==> config.mk <==
export PLATFORM = sky130hd
export DESIGN_NAME = memStage
export DESIGN_NICKNAME = d
export VERILOG_FILES = /design/src/memPkg.sv /design/src/memStage.sv
export SDC_FILE = /design/constraint.sdc
export NUM_CORES = 1
export LEC_CHECK = 0
export BUFFER_PORTS_ARGS = -buffer_cell sky130_fd_sc_hd__clkbuf_2
export CAP_MARGIN = 5
export CORE_AREA = 2 2 50 52
export DETAILED_ROUTE_END_ITERATION = 8
export DIE_AREA = 0 0 52 54
export PLACE_DENSITY = 0.83
export SLEW_MARGIN = 20
export SYNTH_ARGS = -nofsm -noshare
export SYNTH_HDL_FRONTEND = slang
export SYNTH_SLANG_ARGS = --single-unit
==> constraint.sdc <==
create_clock -name clk -period 2.1 [get_ports clk]
set_input_delay 0.42 -clock clk [delete_from_list [all_inputs] [get_ports clk]]
set_output_delay 0.42 -clock clk [all_outputs]
set_load 0.05 [all_outputs]
==> src/memPkg.sv <==
package memPkg;

   // data of one load or store
   typedef logic [15:0] dataWord;

   // byte address, bit 0 must be clear for a word access
   typedef logic [15:0] memAddr;

   // address the decode stage puts on an inserted no-op
   localparam memAddr BUBBLE_ADDR = 16'hFFFF;

   // request from execute into the memory stage, and from there into the cache
   typedef struct packed {
      memAddr  addr;       // byte address from the ALU
      dataWord writeData;  // store data
      logic    read;       // load strobe
      logic    write;      // store strobe
   } memReq;

   // outcome of one completed operation
   typedef struct packed {
      dataWord readData;   // load data, zero on error
      logic    err;        // misaligned access
      logic    hit;        // served from the cache without a memory access
   } memResp;

   // miss handling sequence of the data cache
   typedef enum logic [2:0] {
      IDLE,        // waiting, tag compare on a new request
      WRITEBACK,   // start writing the dirty victim out
      WAITWB,      // victim write in flight
      FILL,        // start reading the missing word
      WAITFILL,    // read in flight
      RESPOND      // install line, pulse done
   } cacheState;

endpackage

==> src/memStage.sv <==
`timescale 1ns/1ps

module memStage (
   input  logic           clk,
   input  logic           reset,
   input  memPkg::memReq  req,        // from execute, held while stalled
   output memPkg::memReq  cacheReq,   // strobes gated
   input  logic           cacheDone,
   input  memPkg::memResp cacheResp,
   output logic           stall,      // to the upstream pipeline
   output logic           opDone,     // one pulse per completed operation
   output memPkg::memResp stageResp
);
   import memPkg::*;

   // fixed answer for a misaligned access
   localparam memResp ALIGN_RESP = '{readData: '0, err: 1'b1, hit: 1'b0};

   logic bubble;        // no-op inserted upstream
   logic access;        // a real load or store
   logic misaligned;
   logic alignErr;
   logic cacheAccess;   // aligned access the cache must serve
   logic issue;         // first cycle of that access
   logic busy;          // cache access issued, waiting for done

   assign bubble      = (req.addr == BUBBLE_ADDR);
   assign access      = (req.read | req.write) & ~bubble;
   assign misaligned  = req.addr[0];   // words only
   assign alignErr    = access & misaligned;
   assign cacheAccess = access & ~misaligned;
   assign issue       = cacheAccess & ~busy;

   // address and data pass straight through, strobes only on issue
   always_comb begin
      cacheReq       = req;
      cacheReq.read  = req.read & issue;
      cacheReq.write = req.write & issue;
   end

   // held request in the done cycle sees busy still set, so no reissue
   always_ff @(posedge clk) begin
      if (reset) begin
         busy <= 1'b0;
      end else if (cacheDone) begin
         busy <= 1'b0;
      end else if (issue) begin
         busy <= 1'b1;
      end
   end

   // low in the done cycle, lets the upstream advance
   assign stall = cacheAccess & ~cacheDone;

   // alignment errors answered here, same cycle
   assign opDone    = alignErr | cacheDone;
   assign stageResp = alignErr ? ALIGN_RESP : cacheResp;

   // upstream never asks for a load and a store at once
   assert property (@(posedge clk) disable iff (reset) !(req.read && req.write))
      else $error("memStage: read and write set together");

   // upstream holds the request for as long as the stage stalls it
   assert property (@(posedge clk) disable iff (reset) stall |=> $stable(req))
      else $error("memStage: request changed while stalled");

endmodule

======== Word level (Yosys, flattened, before mapping) ========
Cells that the tools add are included.
storage, ports and cells
  register bits after elaboration ......... 1
  output and inout port bits .............. 54
  logic and storage cells ................. 17
  bits of input ports ..................... 55
cells by class
  reductions and logical operators ........ 1
  bitwise operators ....................... 13
  mux-type cells .......................... 1
  eq/ne operators ......................... 1
operators by type and width
  kind                    count
  $mux W18                1
  $eq A16 B16 Y1 const B  1
  $and A1 B1 Y1           7
  $not A1 Y1              4
  $or A1 B1 Y1            2
  $reduce_or A2 Y1        1

======== Longest topological paths before layout ========
  depth after elaboration ................. 6
  depth in mapped cells ................... 5
  depth with buffers taken out ............ 3

======== Worst setup path before layout ========
Ideal clock, no wire load.
  path kind ............................... input to output
  from .................................... input req[19] (netlist name)
  to ...................................... output stageResp[0] (netlist name)
  path slack .............................. -619 ps
  data arrival time ....................... 2299 ps
  buffers on the path ..................... 1
  cell stages on the path ................. 4
  data required time ...................... 1680 ps
  path through ............................ nand4_1 -> or4_4 -> buf_6 -> a21boi_0
RTL lines
  item             RTL line        source
  start, declared  memStage.sv:6   input memPkg::memReq req,
  end, declared    memStage.sv:12  output memPkg::memResp stageResp

==> results.toml <==
[logic_synthesis]
synthCells = 69
ys_warn_count = 0
syn_avg_cell_area_um2 = 7.56
yosys.cell_types.count = 16
ys_ff_latch = 1
ys_seq_area_share_pct = 3.84
yosysTopAreaCellShare_pct = 46.0
synth_area_um2 = 522
synth_area_leaders = "buf_4 46%, a21boi_1 13%, a21boi_0 10%"
yosysTopAreaCell = "buf_4"
synth_nets = 124

[setup_path]
cp-end-kind = "output pin"
cp.required_ps = 1680
crit_fanout = 5
critPathKind = "in -> out"
worst_r2r_path_depth = 1
cp-start-kind = "input pin"
worstPathArrival_ps = 1740

[placement]
gp_congestion = 0.665
pre_cts_slack_ps = -137
dpl-instance-area_um2 = 907
io_buffer_count = 76
dpl.hpwl_um = 1470

[timing]
rsz0062_at_grt = "yes"
setup_slack_ps = -61.2
finalClockSkew_ps = 0
setup_viol = 19
report.final.hold_viol_count = 0
whs_ps = 482
max_freq_mhz = 463
finalSetupTns_ps = -624
max-slew-margin-rel_pct = 81.1
drv_slew = 0
min_period_ps = 2160
fin_crit_sh_pct = 103
worstMarginPinSlew_ps = 285

[detailed_routing]
wl_per_cell_um = 13.5
vias = 672
final_antenna_net_count = 0
drc_errors = 0
drtIter0Drc = 3
viasPerCell = 4.34
firstDrtPassIters = 2
totalWireLength_um = 2090

[grt]
grt-ovfl-total = 0
grt_max_degree = 20
gr-usage-all-layers_pct = 9.99
grt_pass1_vias = 530
grt_pass1_wl_um = 2210
antenna_found_initial = 0

[power]
clkPwrFrac_pct = 0
p_per_area_nw_per_um2 = 326
switching_share_pct = 54.6
p_leak_uw = 0.000681
combPwrFrac_pct = 95.0
irDropWorstVdd_v = 0.000242
switchingPower_uw = 228
intPower_uw = 190
p_seq_share_pct = 5.0

[floorplan]
fp.coreArea_um2 = 2320
io_pins = 109
die_w_um = 52
dieArea_um2 = 2810
die_h_um = 54
row_count = 18
start_util_pct = 22.5

[min_path]
whs_path_depth = 1
hp-class = "reg -> reg"

[finish]
largest_reg_flops = 1
antennaDiodeCount = 0
post-route-util_pct = 55.4
layout-drive-gt1-share_pct = 88.8
area_growth_pct = 146
nNetsFinal = 182
top_regs = "busy (1)"
fin_area_um2 = 1280
top_register = "busy"

[clock_tree]
path_clk_slew_ps = 0
clock_latency_ps = 0
cts_hold_buffers = 0

[status]
status = "finished with violations"
violations = "setup timing"

[run]
cap_violations = 0
[cells by family (layout without fill, tap and decap cells)]
group	after synthesis	count (layout)	synth area share, %
AOI/OAI and AO/OA	20	20	29.5
buffers and inverters	36	92	52.5
DFF	1	1	3.84
and+or+nand+nor	12	12	14.1
[layout make-up]
type / instances / area [µm²]
multi-input cells: 32 / 418
repair buffers: 92 / 810
well taps: 30 / 37.5
fillers: 205 / 1030
flip-flops and latches: 1 / 20.0
[Yosys cell counts]
library cell and count:
buf_6 1, buf_4 32, buf_8 1, a21boi_0 7, nand4_1 4, or4_4 1, nor2b_1 1, a21o_1 2
clkbuf_1 2, o21a_1 1, nor3_1 1, nor2_1 3, nor3b_1 2, a21boi_1 9, a21boi_2 1, dfxtp_1 1
[critical path: stages]
cell	delay, ps
buf_6	70
nand4_1	110
or4_4	610
clkbuf_16	210
a21boi_4	160
buf_8	160
[power groups by stage]
stage               sequential (µW)  combinational [µW]  clock [µW]
finish                         20.9                 398           0
global route                   21.1                 412           0
CTS                            20.9                 355           0
detailed placement             20.9                 316           0
global placement               20.9                 313           0
floorplan                      20.8                 316           0
[stage by stage]
step,cells,power [µW]
after floorplan,69,336
after global placement,151,334
after detailed placement,151,337
after CTS,151,376
after global routing,155,433
final,155,419
[layer usage]
layer	up-vias	track usage (%)	wire length, µm	share of wire, %
met1	302	9.64	587	28
li1	318	-	-	-
met2	48	21.5	1230	59
met5	-	0	0	0
met4	0	2.63	34	1.6
met3	4	1.39	234	11
[cells in the final DEF, fill, tap and decap left out, drive strengths merged, types with 2 or more instances in the layout]
| cell | instances |
|---|---|
| nor3b | 2 |
| buf | 41 |
| clkbuf | 51 |
| nor2 | 3 |
| nand4 | 4 |
| a21o | 2 |
| a21boi | 17 |
[worst paths after layout]
check	from	end	slack, ps
setup reg to reg	busy	busy	1510
hold reg to reg	busy	busy	480
hold / removal	busy	busy	480
setup / recovery	req[18]	stageResp[7]	-60
[repair_timing]
action                     4_1_cts  5_1_grt
setup endpoints to repair       19       19
pin swaps                        0        4
resized for setup               38       38
cloned                           0        3
buffers inserted                 0        1
No activity file was read; power rests on OpenSTA's default activity.
