## src/memPkg.sv

```systemverilog
package memPkg;

   // data of one load or store
   typedef logic [15:0] dataWord;

   // byte address, bit 0 must be clear for a word access
   typedef logic [15:0] memAddr;

   // address the decode stage puts on an inserted no-op
   localparam memAddr BUBBLE_ADDR = 16'hFFFF;

   // request from execute into the memory stage, and from there into the cache
   typedef struct packed {
      memAddr  addr;       // byte address from the ALU
      dataWord writeData;  // store data
      logic    read;       // load strobe
      logic    write;      // store strobe
   } memReq;

   // outcome of one completed operation
   typedef struct packed {
      dataWord readData;   // load data, zero on error
      logic    err;        // misaligned access
      logic    hit;        // served from the cache without a memory access
   } memResp;

   // miss handling sequence of the data cache
   typedef enum logic [2:0] {
      IDLE,        // waiting, tag compare on a new request
      WRITEBACK,   // start writing the dirty victim out
      WAITWB,      // victim write in flight
      FILL,        // start reading the missing word
      WAITFILL,    // read in flight
      RESPOND      // install line, pulse done
   } cacheState;

endpackage

```

## src/memWbReg.sv

```systemverilog
`timescale 1ns/1ps

module memWbReg (
   input  logic           clk,
   input  logic           reset,
   input  logic           opDone,     // completion pulse from the memory stage
   input  memPkg::memResp stageResp,
   output logic           wbValid,    // one cycle after opDone
   output memPkg::memResp wbResp      // last completed operation
);

   // valid pulse into writeback
   always_ff @(posedge clk) begin
      if (reset) begin
         wbValid <= 1'b0;
      end else begin
         wbValid <= opDone;
      end
   end

   // held until the next completion
   always_ff @(posedge clk) begin
      if (opDone) begin
         wbResp <= stageResp;
      end
   end

endmodule

```

## config.mk

```make
export PLATFORM = sky130hd
export DESIGN_NAME = memWbReg
export DESIGN_NICKNAME = d
export VERILOG_FILES = /design/src/memPkg.sv /design/src/memWbReg.sv
export SDC_FILE = /design/constraint.sdc
export NUM_CORES = 1
export LEC_CHECK = 0
export BUFFER_PORTS_ARGS = -buffer_cell sky130_fd_sc_hd__buf_4
export CORE_UTILIZATION = 30
export CTS_CLUSTER_DIAMETER = 120
export DETAILED_ROUTE_END_ITERATION = 12
export GPL_TIMING_DRIVEN = 0
export SYNTH_ARGS = -nofsm -noshare
export SYNTH_HDL_FRONTEND = slang
export SYNTH_SLANG_ARGS = --single-unit
```

## constraint.sdc

```tcl
create_clock -name clk -period 0.8 [get_ports clk]
set_input_delay 0.08 -clock clk [delete_from_list [all_inputs] [get_ports clk]]
set_output_delay 0.08 -clock clk [all_outputs]
set_load 0.02 [all_outputs]
```

After elaboration in Yosys (flattened, before gate mapping). Cells that the tools add are included.

Bits in registers: 19. Bits in latches: 0. Memory bits (writable): 0. Memory bits (read-only): 0. Output and inout bits: 19. Word-level logic and storage cells: 4. Memories: 0.

Add/sub/neg operators: 0. $mul: 0. Divide/modulo/power cells: 0. $lt $le $gt $ge: 0. Eq/ne operators: 0. Shift operators: 0. Multiplexer cells: 0. Bitwise gates (word level): 0. Reductions and logical operators: 0.

Longest topological paths before layout. Gate-level depths: netlist of run 1.

Depth in word-level cells: 0. Depth in mapped cells: 1.

Worst setup path before layout of run 1. Ideal clock, no wire load.

Path type: register -> output. From: reg wbResp[0] (netlist bit). To: out wbResp[0] (netlist bit). Data arrival time: 0.449 ns. Setup slack: 0.271 ns. Stages on the path, launching flop included: 1. Path buffers: 0. Cell sequence: edfxtp_1.

RTL lines: start: declaration (RTL line memWbReg.sv:9) `output memPkg::memResp wbResp`; start signal: assignment (RTL line memWbReg.sv:24) `wbResp <= stageResp;`.

No word-level cell between the ends.

Worst setup path in the final report of run 1.
From: reg wbResp[14] (netlist bit). To: out wbResp[14] (netlist bit).

No word-level cell between the ends.

==> results of run 1 <==
==> cell usage in the layout, fill, tap and decap left out <==
| master | Yosys | layout |
|---|---|---|
| buf_4 | 0 | 20 |
| dlygate4sd3_1 | 0 | 19 |
| buf_6 | 0 | 19 |
| edfxtp_1 | 18 | 18 |
| clkbuf_4 | 0 | 3 |
| nor2b_4 | 1 | 1 |
| clkbuf_1 | 0 | 1 |
| dfxtp_2 | 0 | 1 |
==> state kept, by name, indices dropped and copies added (netlist names) <==
signal,flops
wbValid,1
wbResp,18
==> area by class of cell <==
| class | count | area share |
|---|---|---|
| clock buffers | 4 | 0.02213 |
| well taps | 25 | 0.02634 |
| repair buffers | 58 | 0.4668 |
| multi-input cells | 1 | 0.01159 |
| flip-flops and latches | 19 | 0.4731 |
==> through the flow <==
stage / setup WS (ps) / instance area, um2
after floorplan: 270.5 / 574.3
after global placement: 165.5 / 898.4
after detailed placement: 157.2 / 898.4
after CTS: -129.6 / 1176
after global routing: -154.0 / 1187
final: -116.3 / 1187
==> what timing repair did <==
action                                  in CTS  in global routing
cloned                                       0                  0
hold endpoints to repair                    19                  0
hold buffers                                19                  0
gates resized for setup                     17                  3
endpoints found under the setup margin      19                 19
==> cells by family after synthesis <==
family	count (synthesis)	synth area share
DFF	19	0.9760
and+or+nand+nor	1	0.02396
==> worst paths after layout <==
| path | from | to | slack, ps | cells after the start |
|---|---|---|---|---|
| setup / recovery | wbResp[14] | wbResp[14] | -120 | 1 |
| hold / removal | opDone | wbValid | 160 | 2 |
==> per-layer routing <==
metal / part of all wire / GRT usage / vias to the layer above
met5: 0 / 0 / -
met4: 0.021 / 0.07059 / 0
met3: 0.083 / 0.03571 / 2
met2: 0.54 / 0.2257 / 30
met1: 0.35 / 0.1117 / 185
li1: - / - / 201
==> power by group through the flow <==
stage                     clock (mW)  combinational (mW)  sequential, mW
after floorplan                    0             0.00442            1.32
after global placement             0               0.303            1.21
after detailed placement           0               0.307            1.21
after CTS                      0.482               0.417            1.20
after global routing           0.509               0.446            1.21
final                          0.460               0.424            1.21
==> out/metrics.csv, run 1 <==
metric;value;unit
core_area;0.001764;mm2
path_cells;buf_6;
cts_tree;built;
maxCapViolCount;0;
switching_power;465.3;uW
synth_top_cell_by_area;edfxtp_1;
ir_drop;0.001217;V
drive_gt1_frac;0.5366;
fillCellCount;139;
synth_edf_count;18;
grt_pass1_wl;1669;um
fp.dieArea;0.002094;mm2
cts_made_buffers;3;
whs;160.7;ps
post-synth-top-count-cell;edfxtp_1;
nNetsFinal;104;
yosysWarnings;0;
status;finished, violations left;
fin_cells;107;
die_h;45.76;um
placementRows;15;
fin_util;0.6731;
antenna_left;0;
tightest_slew;233.1;ps
place_inst;84;
cts_sinks;19;
period_minus_slack;916.3;ps
grt_util_all_layers;0.1200;
yosysSeqAreaShare;0.9760;
power.total;2.091;mW
grt_max_degree;20;
max_slew_margin;0.8446;
setup_slack;-116.3;ps
slowest_stage;edfxtp_1;
start_util;0.3255;
synthArstFlopShare;0;
routed_wirelength;1200;um
p_leak;0.4975;nW
pwr_density_cell;1761;mW/mm2
synth.area.top_cells;edfxtp_1 94%, dfxtp_1 3.5%, nor2b_4 2.4%;
place.gp.congestion;0.5472;
io-pin-count;40;
io_buffer_count;39;
vias;418;
post_drt_via_cell_ratio;3.907;
firstDrtPassIters;4;
slew_violations;0;
seqCellArea;561.8;um2
die_width;45.76;um
critPathBufInv;1;
rsz0062_at_grt;yes;
p_seq_frac;0.577;
routedWlPerCell;11.21;um
setup_viol;19;
syn_nets;41;
drt_iter0_markers;3;
synth_ff_type;edfxtp_1;
startpoint_type;register;
synth.top_cell.area_share;0.9412;
ys_seq_elements;19;
overflow;0;
drc;0;
grt_pass1_vias;447;
netlist_top_cells_count;18 x edfxtp_1, 1 x dfxtp_1, 1 x nor2b_4;
avgSynthCellArea;28.72;um2
comb_power_share;0.203;
min_path_type;primary input to register;
crit_arrival;840;ps
multi_input_area;13.76;um2
critPathTopFamily;flip-flops;
cts_setup_buffers;0;
cp.required;720;ps
max_stage_delay;400;ps
clkPwrFrac;0.220;
critPathKind;register to output port;
max_freq;1091;MHz
finalSetupTns;-1800;ps
h-tree-depth;1;
swShare;0.2226;
cp_max_fo;1;
hold_violations;0;
clock-root-buffer;clkbuf_4;
clk_path_buf_depth;2;
end_kind;output port;
path_clk_slew;100;ps
violations;setup timing;
syn_to_final_growth;106.8;%
cell_internal_pwr;1.625;mW
antenna_found_initial;0;
synth.distinct_cells;3;
n_antenna_cell;0;
synth_area;574.3;um2
period_share;1.145;
synthCells;20;
No activity file was read; power rests on OpenSTA's default activity.
==> inputs of run 2 (changes only) <==
--- a/config.mk
+++ b/config.mk
@@ -5,10 +5,10 @@
 export SDC_FILE = /design/constraint.sdc
 export NUM_CORES = 1
 export LEC_CHECK = 0
-export BUFFER_PORTS_ARGS = -buffer_cell sky130_fd_sc_hd__buf_4
 export CORE_UTILIZATION = 30
 export CTS_CLUSTER_DIAMETER = 120
 export DETAILED_ROUTE_END_ITERATION = 12
+export DONT_BUFFER_PORTS = 1
 export GPL_TIMING_DRIVEN = 0
 export SYNTH_ARGS = -nofsm -noshare
 export SYNTH_HDL_FRONTEND = slang
==> constraint.sdc (replaced) <==
create_clock -name clk -period 1 [get_ports clk]
set_input_delay 0.1 -clock clk [delete_from_list [all_inputs] [get_ports clk]]
set_output_delay 0.1 -clock clk [all_outputs]
set_load 0.02 [all_outputs]
==> out/metrics.csv, run 2 (synthesis results as in run 1) <==
metric;value;unit
status;finished, violations left;
violations;hold timing;
finalSetupTns;0;ps
post_drt_via_cell_ratio;4.074;
tightest_slew;219.3;ps
p_seq_frac;0.710;
fp.dieArea;0.002094;mm2
overflow;0;
met1_usage;0.08052;
place.gp.congestion;0.5550;
clock-root-buffer;clkbuf_4;
whs_path_depth;0;
n_antenna_cell;0;
rsz0062_at_grt;no;
cts_made_buffers;3;
period_share;0.8813;
startpoint_type;register;
cp.required;900;ps
drc;0;
grt_use_met3;0.05159;
vias;277;
cts_sinks;19;
fin_util;0.4660;
grt_pass1_vias;267;
fillCellCount;167;
nNetsFinal;65;
fin_area;822.0;um2
critPathKind;register to output port;
cts_resized;0;
crit_arrival;780;ps
ctsHoldBuffers;19;
routedWlPerCell;12.99;um
maxCapViolCount;0;
antenna_found_initial;0;
setup_viol;0;
swShare;0.2149;
hold_violations;19;
clkPwrFrac;0.246;
max_freq;1135;MHz
drive_gt1_frac;0.09302;
top_register;wbResp;
routed_wirelength;883;um
drt_iter0_markers;0;
end_kind;output port;
layout_common_cells;19 x dlygate4sd3_1, 18 x edfxtp_1, 3 x clkbuf_4;
grt.busiest_layer;met2;
path_clk_slew;100;ps
crit_cells;0;
min_path_type;primary input to register;
largest_register_ffs;18;
period_minus_slack;881.3;ps
core_area;0.001764;mm2
ir_drop;0.0007910;V
h-tree-depth;1;
grt_pass1_wl;1186;um
layout_commonest_cell;dlygate4sd3_1;
grtUsageMet2;0.1543;
grt_max_degree;20;
io-pin-count;40;
largestRegisters;wbResp: 18 flops, wbValid: 1 flops;
firstDrtPassIters;1;
slew_violations;0;
die_width;45.76;um
cts_setup_buffers;0;
placementRows;15;
whs;-82.99;ps
comb_power_share;0.044;
clk_path_buf_depth;2;
grt_util_all_layers;0.09228;
antenna_left;0;
switching_power;315.0;uW
io_buffer_count;0;
cp_max_fo;1;
die_h;45.76;um
pwr_density_cell;1783;mW/mm2
start_util;0.3255;
place_area;605.6;um2
cell_internal_pwr;1.151;mW
p_leak;0.2861;nW
cts_tree;built;
max_slew_margin;0.8541;
syn_to_final_growth;43.14;%
run 2: cell count changes in the layout (fill, tap and decap cells not counted):
cell / previous run / this run
dfxtp_1: 0 / 1
buf_4: 20 / 0
dfxtp_2: 1 / 0
buf_6: 19 / 0
run 2: area by class of cell:
cell class / count / area, um2 / area share
Sequential cell: 19 / 560.5 / 0.6819
Timing Repair Buffer: 19 / 190.2 / 0.2314
Tap cell: 25 / 31.28 / 0.03805
Clock buffer: 4 / 26.28 / 0.03196
Multi-Input combinational cell: 1 / 13.76 / 0.01674
run 2: final timing paths:
path                    from    endpoint  slack (ps)
hold / removal        opDone   wbResp[4]         -80
setup / recovery  wbResp[11]  wbResp[11]         120
run 2: through the flow:
step	power, mW	cells	worst slack (ps)
global placement	1.066	45	429.8
global route	1.531	68	72.49
detailed placement	1.067	45	425.5
finish	1.466	68	118.7
CTS	1.492	68	88.09
floorplan	1.057	20	450.5
run 2: per-layer routing:
metal  part of all wire  routed length, um
met1               0.33                295
met2               0.55                488
met3               0.11                100
met4                  0                  0
met5                  0                  0
run 2: power groups by stage:
stage / clock, mW / combinational, mW / sequential (mW)
after CTS: 0.385 / 0.0626 / 1.04
final: 0.360 / 0.0638 / 1.04
after global placement: 0 / 0.00361 / 1.06
after global routing: 0.414 / 0.0683 / 1.05
after detailed placement: 0 / 0.00379 / 1.06
after floorplan: 0 / 0.00354 / 1.05
