<file path="src/memPkg.sv">
package memPkg;

   // data of one load or store
   typedef logic [15:0] dataWord;

   // byte address, bit 0 must be clear for a word access
   typedef logic [15:0] memAddr;

   // address the decode stage puts on an inserted no-op
   localparam memAddr BUBBLE_ADDR = 16'hFFFF;

   // request from execute into the memory stage, and from there into the cache
   typedef struct packed {
      memAddr  addr;       // byte address from the ALU
      dataWord writeData;  // store data
      logic    read;       // load strobe
      logic    write;      // store strobe
   } memReq;

   // outcome of one completed operation
   typedef struct packed {
      dataWord readData;   // load data, zero on error
      logic    err;        // misaligned access
      logic    hit;        // served from the cache without a memory access
   } memResp;

   // miss handling sequence of the data cache
   typedef enum logic [2:0] {
      IDLE,        // waiting, tag compare on a new request
      WRITEBACK,   // start writing the dirty victim out
      WAITWB,      // victim write in flight
      FILL,        // start reading the missing word
      WAITFILL,    // read in flight
      RESPOND      // install line, pulse done
   } cacheState;

endpackage

</file>
<file path="src/dataCache.sv">
`timescale 1ns/1ps

module dataCache #(
   parameter int CACHE_SETS = 32   // power of two
) (
   input  logic            clk,
   input  logic            reset,
   input  memPkg::memReq   cacheReq,
   output logic            cacheDone,
   output memPkg::memResp  cacheResp,
   output logic            memStart,
   output logic            memWrite,
   output memPkg::memAddr  memAddrOut,
   output memPkg::dataWord memData,
   input  logic            memValid,
   input  memPkg::dataWord memReadData
);
   import memPkg::*;

   // one word per line, index sits right above the byte bit
   localparam int INDEX_BITS = $clog2(CACHE_SETS);
   localparam int TAG_BITS   = 15 - INDEX_BITS;

   typedef logic [INDEX_BITS-1:0] setIndex;
   typedef logic [TAG_BITS-1:0]   lineTag;

   dataWord               dataArr [CACHE_SETS];
   lineTag                tagArr [CACHE_SETS];
   logic [CACHE_SETS-1:0] validArr;
   logic [CACHE_SETS-1:0] dirtyArr;

   cacheState state;
   cacheState nextState;

   memAddr  reqAddr;    // request latched in IDLE
   logic    reqWrite;
   logic    respHit;
   dataWord lineData;   // word returned, and installed on a miss

   setIndex newIdx;     // from the incoming request
   lineTag  newTag;
   setIndex reqIdx;     // from the latched request
   lineTag  reqTag;
   logic    access;
   logic    tagHit;
   logic    victimDirty;

   assign newIdx      = cacheReq.addr[INDEX_BITS:1];
   assign newTag      = cacheReq.addr[15:INDEX_BITS+1];
   assign reqIdx      = reqAddr[INDEX_BITS:1];
   assign reqTag      = reqAddr[15:INDEX_BITS+1];
   assign access      = cacheReq.read | cacheReq.write;
   assign tagHit      = validArr[newIdx] && (tagArr[newIdx] == newTag);
   assign victimDirty = validArr[newIdx] && dirtyArr[newIdx];

   always_comb begin
      nextState = state;
      case (state)
         IDLE: begin
            if (access) begin
               if (tagHit) begin
                  nextState = RESPOND;
               end else if (victimDirty) begin
                  nextState = WRITEBACK;
               end else if (cacheReq.read) begin
                  nextState = FILL;
               end else begin
                  nextState = RESPOND;   // store miss, whole line is overwritten
               end
            end
         end
         WRITEBACK: nextState = WAITWB;
         WAITWB: begin
            if (memValid) begin
               nextState = reqWrite ? RESPOND : FILL;   // stores skip the fetch
            end
         end
         FILL:     nextState = WAITFILL;
         WAITFILL: begin
            if (memValid) begin
               nextState = RESPOND;
            end
         end
         RESPOND:  nextState = IDLE;
         default:  nextState = IDLE;
      endcase
   end

   // state and line status bits
   always_ff @(posedge clk) begin
      if (reset) begin
         state    <= IDLE;
         validArr <= '0;
         dirtyArr <= '0;
      end else begin
         state <= nextState;
         if (state == IDLE && access && tagHit && cacheReq.write) begin
            dirtyArr[newIdx] <= 1'b1;   // store hit
         end
         if (state == RESPOND && !respHit) begin
            validArr[reqIdx] <= 1'b1;
            dirtyArr[reqIdx] <= reqWrite;   // fresh store line is dirty
         end
      end
   end

   // request capture, data and tags
   always_ff @(posedge clk) begin
      if (state == IDLE && access) begin
         reqAddr  <= cacheReq.addr;
         reqWrite <= cacheReq.write;
         respHit  <= tagHit;
         if (cacheReq.write) begin
            lineData <= cacheReq.writeData;
         end else begin
            lineData <= dataArr[newIdx];   // replaced by the fill on a miss
         end
         if (tagHit && cacheReq.write) begin
            dataArr[newIdx] <= cacheReq.writeData;
         end
      end
      if (state == WAITFILL && memValid) begin
         lineData <= memReadData;
      end
      if (state == RESPOND && !respHit) begin
         dataArr[reqIdx] <= lineData;
         tagArr[reqIdx]  <= reqTag;
      end
   end

   assign memStart = (state == WRITEBACK) || (state == FILL);
   assign memWrite = (state == WRITEBACK);
   // victim address rebuilt from its tag
   assign memAddrOut = (state == WRITEBACK) ? {tagArr[reqIdx], reqIdx, 1'b0} : reqAddr;
   assign memData    = dataArr[reqIdx];   // victim word, still in place until RESPOND

   assign cacheDone = (state == RESPOND);
   assign cacheResp = '{readData: lineData, err: 1'b0, hit: respHit};

   // one memory access at a time, the next start waits for the answer
   assert property (@(posedge clk) disable iff (reset)
      memStart |=> (!memStart until_with memValid))
      else $error("dataCache: memStart while main memory busy");

endmodule

</file>
<file path="config.mk">
export PLATFORM = sky130hd
export DESIGN_NAME = dataCache
export DESIGN_NICKNAME = d
export VERILOG_FILES = /design/src/memPkg.sv /design/src/dataCache.sv
export SDC_FILE = /design/constraint.sdc
export NUM_CORES = 1
export LEC_CHECK = 0
export BUFFER_PORTS_ARGS = -buffer_cell sky130_fd_sc_hd__buf_2
export CORE_AREA = 2 2 359 361
export CTS_BUF_LIST = sky130_fd_sc_hd__clkbuf_16
export CTS_CLUSTER_DIAMETER = 50
export DETAILED_ROUTE_END_ITERATION = 8
export DIE_AREA = 0 0 361 363
export HOLD_SLACK_MARGIN = 0.1
export PLACE_DENSITY_LB_ADDON = 0.2
export SETUP_SLACK_MARGIN = 0.2
export SYNTH_ARGS = -nofsm -noshare
export SYNTH_HDL_FRONTEND = slang
export SYNTH_SLANG_ARGS = --single-unit
</file>
<file path="constraint.sdc">
create_clock -name clk -period 8.1 [get_ports clk]
set_input_delay 0.81 -clock clk [delete_from_list [all_inputs] [get_ports clk]]
set_output_delay 0.81 -clock clk [all_outputs]
set_load 0.1 [all_outputs]
</file>
# [After elaboration in Yosys (flattened, before gate mapping)]
# Memory sizes are Yosys's and may differ from the RTL's. A register that Yosys moved wholly into a read port is not among the register bits.
# Cells that the tools add are included.
[word_totals] regBits=101 ramBits=832 input_bits=53 out_inout_bits=53 elab_cells=75 memories=2
[memory_table] name="dataArr" depth=32 word_bits=16 rd=2 rd_clocked_by_memory_dff=1 wr=1 line_no="dataCache.sv:27" text="dataWord dataArr [CACHE_SETS];"
[memory_table] name="tagArr" depth=32 word_bits=10 rd=2 rd_clocked_by_memory_dff=1 wr=1 line_no="dataCache.sv:28" text="lineTag tagArr [CACHE_SETS];"
[op_classes] n_lt_le_gt_ge=4 n_eq_ne=9 mux=34 bitwise_logic=3 n_reduce_logical=16
[op_table] cell="$mux 32" count=3
[op_table] cell="$mux 16" count=5
[op_table] cell="$or 32x32->32" count=2
[op_table] cell="$bwmux 32" count=1
[op_table] cell="$mux 3" count=7
[op_table] cell="$reduce_or 16->1" count=1
[op_table] cell="$mux 5" count=3
[op_table] cell="$pmux 3 s5" count=1
[op_table] cell="$lt 5x6->1 const B" count=2
[op_table] cell="$bmux 1 s5" count=2
[op_table] cell="$demux 1 s5" count=2
[op_table] cell="$eq 10x10->1" count=1
[op_table] cell="$ge 5x1->1 const B" count=2
[op_table] cell="$logic_and 1x1->1" count=10
[op_table] cell="$mux 1" count=10
[op_table] cell="$eq 3x2->1 const B" count=2
[op_table] cell="$eq 3x3->1 const B" count=2
[op_table] cell="$ne 2x2->1 const B" count=3
[op_table] cell="$eq 3x1->1 const B" count=1
[op_table] cell="$logic_not 3->1" count=1
[op_table] cell="$reduce_and 3->1" count=1
[op_table] cell="$reduce_bool 2->1" count=1
[op_table] cell="$logic_not 1->1" count=1
[op_table] cell="$logic_or 1x1->1" count=1
[op_table] cell="$or 1x1->1" count=1

# [Logic depth before layout (Yosys ltp)]
# Gate-level depths: netlist of run 1.
[depth] ltp_word=9 mapped_depth=15 mapped_depth_nobuf=8

# [Worst setup path before layout of run 1]
# No wires, ideal clock.
[synth_timing] path_kind="register -> output" start="reg (tool-made name)" end="out memAddrOut[10]" arrival_ns=3.467 t_required_ns=7.290 setup_slack_ns=3.823 stages_incl_launch_ff=8 n_path_buf=3 path_cell_list="dfxtp_1 > clkbuf_1 > clkbuf_1 > buf_1 > mux4_2 > mux4_2 > mux2i_1 > a21oi_1"
[synth_rtl] item="to (decl)" line_no="dataCache.sv:13" text="output memPkg::memAddr memAddrOut,"

# [Final worst setup path of run 1]
[layout_timing] start="in cacheReq[19] (netlist name)" end="mem dataArr[16][8] (netlist name), enable pin"
[layout_via] elab_chain_cells=8 word_cells_on_any_way=11 cone_classes="eq/ne: 1; mux: 7; reduce/logical: 2; memory: 1"
[layout_rtl] item="from (decl)" line_no="dataCache.sv:8" text="input memPkg::memReq cacheReq,"
[layout_rtl] item="$mem_v2 32x10 or $bmux 1 s5 (tied branches)"
[layout_rtl] item="$eq 10x10->1 or $mux 1 (tied branches)" line_no="dataCache.sv:53" text="assign tagHit = validArr[newIdx] && (tagArr[newIdx] == newTag);"
[layout_rtl] item="$logic_and 1x1->1" line_no="dataCache.sv:53"
[layout_rtl] item="$logic_and 1x1->1" line_no="dataCache.sv:118" text="if (tagHit && cacheReq.write) begin"
[layout_rtl] item="$mux 1" line_no="dataCache.sv:118"
[layout_rtl] item="$mux 1" line_no="dataCache.sv:109" text="if (state == IDLE && access) begin"
[layout_rtl] item="$mux 1 (not written as such)" line_no="dataCache.sv:119" text="dataArr[newIdx] <= cacheReq.writeData;"
[layout_rtl] item="$mux 1 (no line)"
[layout_rtl] item="to (decl)" line_no="dataCache.sv:27"
# Several ways; a longest one is shown, not always the timed one. The select of a mux whose other input is x is not followed.

==> flow_summary.toml, run 1 <==
[timing]
fin_worst_skew_ps = 31.5
post-route-period-util_pct = 66.2
setup_slack_ps = 2740
fmax_ghz = 0.187
hold_viol_final = 0
rsz0062_at_grt = "no"
slew_headroom_pct = 10.8
slew_violations = 0
setup_violations = 0
finalHoldWorstSlack_ps = 274
tightest_slew_ps = 1330
period_minus_slack_ps = 5360
tns_ps = 0

[logic_synthesis]
syn_nets = 2548
synth_edf_count = 866
syn-instance-count = 2495
postSynth.asyncResetShare_pct = 0
yosysSeqAreaShare_pct = 62.1
ys.warnings.count = 0
synth.distinct_cells = 67
synth_top_cell_by_area = "edfxtp_1"
syn_avg_cell_area_sq_um = 17.7
ys_ff_latch = 938
ys.flop_type = "edfxtp_1"
netlist_top_cells_area = "edfxtp_1 (59%), mux4_2 (21%), mux2i_1 (4.7%)"
synth_area_sq_um = 44200
synth_top_area_share_pct = 58.9

[power]
ir_drop_v = 0.000332
power_density_nw_per_um2 = 296
p_leak_nw = 16.3

[placement]
dp_hpwl_um = 92100
pre_cts_ws_ps = 2090
port_buffers = 104
gp_congestion = 0.875

[drt]
final_antenna_net_count = 0
drt_wl_total_um = 145000
vias = 26229
drt-initial-drc-count = 3137
post-route-drc-count = 0
wl_per_cell_um = 33.1
vias_per_cell = 6.00
firstDrtPassIters = 6

[grt]
grt_pass1_vias = 27043
grt_pass1_wl_um = 205000
grtUsageTotal_pct = 21.9
antenna_found_initial = 4
grt_max_degree = 100
grt_overflow = 0

[cts]
clk_latency_ps = 730
postCtsSetupBuffers = 0
cts_tree = "yes"
holdBufCountCts = 0
cts-root-buf = "clkbuf_16"
cts_num_sinks = 938
cts_resized = 0
htreeDepth = 3
clockBufferDepth = 3
cts.clk_slew.worst_paths_ps = 60
cts_inserted_buffers = 113

[die]
die_area_sq_um = 131000
die_h_um = 363
die-width_um = 361
initial_core_util_pct = 34.8
ios = 106
core-area_sq_um = 127000
rows = 131

[run_status]
outcome = "completed"

[flow_run]
drv_cap = 0

[cells_and_area]
fillCellCount = 11366
drive_above_1_share_pct = 34.7
nets = 2662
final_cell_mix = "edfxtp_1 (866), mux4_2 (407), mux2i_1 (207)"
fin_util_pct = 39.8
area_delta_synth_final_pct = 14.4
mostFrequentLayoutCell = "edfxtp_1"

[worst_setup_path]
cp.required_ps = 8420
worstPathMaxFanout = 96
cp-end-kind = "flip-flop"
reg2reg_depth = 8
worst_ep_arrival_time_ps = 5680
startpoint_type = "input port"
path_class = "in2reg"

[hold_path]
holdCritPathClass = "in2reg"
holdPathStages = 2
cells by family after synthesis:
group,after synthesis,synth area share (%)
compound gates,246,3.75
other cells,1,0.00849
xor+xnor,1,0.0368
mux,671,26.9
flops,938,62.1
buf+inv,205,2.32
simple gates,433,4.87
routing by layer:
| metal | GRT usage [%] | part of all wire [%] |
|---|---|---|
| met3 | 4.17 | 6.9 |
| met1 | 29.1 | 41 |
| met4 | 6.97 | 3.4 |
| met2 | 36.4 | 49 |
| met5 | 0 | 0.0090 |
synth_stat cells (all sizes together), types with 9 or more instances:
library cell and count:
or4 9, clkbuf 102, mux2i 207, and3 26, nor2b 12, nor2 198, nor4 13, nor3 33
nand3 44, o21ai 70, edfxtp 866, nand2 50, a211oi 21, buf 100, dfxtp 72, o22ai 76
mux2 57, a22oi 21, mux4 407, a21oi 20
flip-flops by register name, summed over array words and instances, names as in the netlist, named ones only:
name      cells
dirtyArr     32
validArr     32
respHit       1
dataArr     512
lineData     16
reqAddr      16
tagArr      320
state         3
reqWrite      1
layout make-up:
class / instances / area [sq um] / share of cell area [%]
repair buffers: 201 / 1320 / 2.62
flip-flops and latches: 938 / 27500 / 54.3
well taps: 1662 / 2080 / 4.11
clock inverters: 99 / 942 / 1.86
multi-input cells: 1352 / 15900 / 31.4
inverters: 3 / 11.3 / 0.0223
clock buffers: 114 / 2850 / 5.64
diodes: 1 / 2.50 / 0.00495
critical path: stages:
cell      delay [ps]
buf_8            670
buf_4            600
mux2i_1          270
o22ai_1          100
nor4_1           490
a21oi_1          140
nor4_1           520
and4_1           600
a21boi_2         300
nor2_2          1020
metrics by stage:
stage | cell area [sq um] | total power, mW | std cells
2_1_floorplan | 44200 | 8.79 | 2495
3_3_place_gp | 46800 | 9.96 | 4155
3_5_place_dp | 46800 | 9.98 | 4156
4_1_cts | 50600 | 15.1 | 4369
5_1_grt | 50600 | 15.4 | 4369
6_report | 50600 | 15.0 | 4370
where the power goes:
part	switching (mW)	internal, mW
Combinational	2.64	1.40
Sequential	0.275	5.53
Clock	2.09	3.05
final timing paths:
path	start	slack, ps	endpoint
max	cacheReq[19]	2740	dataArr[16][8]
min	reset	270	state[0]
min reg2reg	validArr[18]	470	validArr[18]
max reg2reg	tagArr[23][7]	3800	dataArr[16][8]
No activity file was read; power rests on OpenSTA's default activity.
==> run 2, diff against run 1 <==
- ABC_AREA: not set -> 1
- CORE_AREA: 2 2 359 361 -> 2 2 360 362
- DIE_AREA: 0 0 361 363 -> 0 0 362 364
- clock period: 8.1 -> 4.41 ns (I/O delays scaled with it)
==> flow_summary.toml, run 2 <==
[run_status]
outcome = "completed"

[logic_synthesis]
synth_top_area_share_pct = 58.3
yosysSeqAreaShare_pct = 61.6
ys_ff_latch = 938
syn_avg_cell_area_sq_um = 9.73
synth_top_cell_by_area = "edfxtp_1"
syn-instance-count = 4582
synth_edf_count = 866
synth.distinct_cells = 42
synth_common_cells = "nand2_1 (1057), edfxtp_1 (866), nor2_1 (713)"
netlist_top_cells_area = "edfxtp_1 (58%), nand2_1 (8.9%), nor2_1 (6.0%)"
ys.warnings.count = 0
syn_nets = 4635
synth_area_sq_um = 44600
ys.flop_type = "edfxtp_1"
yosysMostFrequentCell = "nand2_1"
postSynth.asyncResetShare_pct = 0

[placement]
dp_hpwl_um = 108000
gp_congestion = 0.899
port_buffers = 104

[die]
die_h_um = 364
core-area_sq_um = 128000
ios = 106
die-width_um = 362
rows = 132
die_area_sq_um = 132000
initial_core_util_pct = 34.7

[worst_setup_path]
crit_start = "cacheReq[22]"
slowest_stage = "nor4_1"
timing.critical_path.buf_inv = 7
path_class = "in2reg"
worstReg2RegStart = "state[2]"
timing.critical_path.slowest_cell_delay_ps = 660
cp-end-kind = "flip-flop"
cp_top_family = "buffers and inverters"
worstPathMaxFanout = 13
cp.required_ps = 4890
worst_ep_arrival_time_ps = 4510
startpoint_type = "input port"
path_cells = "dlygate4sd3_1 > buf_2 > inv_2 > nor3_2 > buf_4 > inv_1 > buf_4 > a21oi_1 > nor4_1 > nand4_1 > o211ai_1 > nand2_1 > dlygate4sd3_1"

[cts]
htreeDepth = 3
cts_num_sinks = 938
cts-root-buf = "clkbuf_16"
cts_inserted_buffers = 118
cts_tree = "yes"
cts.clk_slew.worst_paths_ps = 60
clk_latency_ps = 750
clockBufferDepth = 3

[drt]
vias_per_cell = 5.85
vias = 38220
wl_per_cell_um = 27.1
drt-initial-drc-count = 5264
post-route-drc-count = 0
met1Wirelength_um = 70500
firstDrtPassIters = 7
met2_length_um = 81800
highest_layer = "met5"
drt_wl_total_um = 177000
routed-wl-met3_um = 14600
final_antenna_net_count = 0

[cells_and_area]
largest_reg_flops = 512
regMostFlops = "dataArr"
multiInputGateArea_sq_um = 15400
drive_above_1_share_pct = 12.9
nets = 4814
reg_top3 = "dataArr x512, tagArr x320"
mostFrequentLayoutCell = "nand2_1"
seq_area_sq_um = 27500
area_delta_synth_final_pct = 18.3
final_cell_mix = "nand2_1 (1057), edfxtp_1 (866), nor2_1 (677)"
fillCellCount = 12363

[flow_run]
drv_cap = 0

[power]
p_leak_nw = 18.8
ir_drop_v = 0.000939
finalPower_mw = 33.2
power_density_nw_per_um2 = 629

[timing]
period_minus_slack_ps = 4030
fin_worst_skew_ps = 33.7
slew_violations = 0
post-route-period-util_pct = 91.3
tns_ps = 0
setup_violations = 0
tightest_slew_ps = 1260
fmax_ghz = 0.248
rsz0062_at_grt = "no"
slew_headroom_pct = 15.5
hold_viol_final = 0

[grt]
grt_pass1_vias = 36007
grt_overflow = 0
grt_max_degree = 132
grtUsageTotal_pct = 26.1
grt_pass1_wl_um = 252000
antenna_found_initial = 1

[hold_path]
min_from = "cacheReq[1]"
holdCritPathClass = "in2reg"
## run 2: layout make-up
cell class	instances	area share [%]
Sequential cell	938	52.1
Clock buffer	124	5.88
Inverter	93	0.724
Antenna cell	1	0.00475
Clock inverter	96	1.47
Tap cell	1675	3.97
Timing Repair Buffer	408	6.58
Multi-Input combinational cell	3202	29.3
## run 2: worst paths after layout
check | cells after the start | slack [ps] | to
max | 13 | 380 | lineData[8]
min | 7 | 190 | state[1]
max reg2reg | 9 | 970 | dataArr[2][4]
min reg2reg | 2 | 460 | validArr[11]
## run 2: repair_timing
| action | in CTS | in global routing |
|---|---|---|
| setup endpoints to repair | 0 | 8 |
| resized for setup | 0 | 5 |
| hold buffers | 45 | 0 |
| hold endpoints to repair | 30 | 0 |
| buffers inserted | 0 | 1 |
## run 2: per-layer routing
layer,up-vias,track usage [%]
li1,16843,-
met1,18797,33.5
met2,2109,42.0
met3,469,4.75
met4,2,13.6
met5,-,0
## run 2: tightest hold or removal path, cell delays in order
cell,delay (ps)
buf_2,110
nand2_1,60
a21oi_1,30
nand2_1,70
nand2_1,50
nand2_1,50
a21oi_1,50
## run 2: logic make-up (layout without fill, tap and decap cells)
group	after synthesis	count (layout)	share of synthesized area, %
and+or+nand+nor	1992	1992	17.7
AOI/OAI and AO/OA	1209	1209	16.6
DFF	938	938	61.6
buffers and inverters	442	721	4.08
other	1	2	0.00841
## run 2: metrics by stage
step           instance area, sq um  hold slack (ps)  utilization (%)  worst slack (ps)  cells
2_1_floorplan                 44600              431                -               359   4582
3_3_place_gp                  48400              439             37.7               280   6270
5_1_grt                       52700              195             41.1               240   6536
4_1_cts                       52700              142             41.1               213   6535
3_5_place_dp                  48400              443             37.7               266   6270
6_report                      52700              188             41.1               383   6537
## run 2: where the power goes
part / internal, mW / switching [mW] / total [mW]
clock network: 5.54 / 4.04 / 9.58
logic: 3.07 / 9.80 / 12.9
registers: 10.4 / 0.310 / 10.7
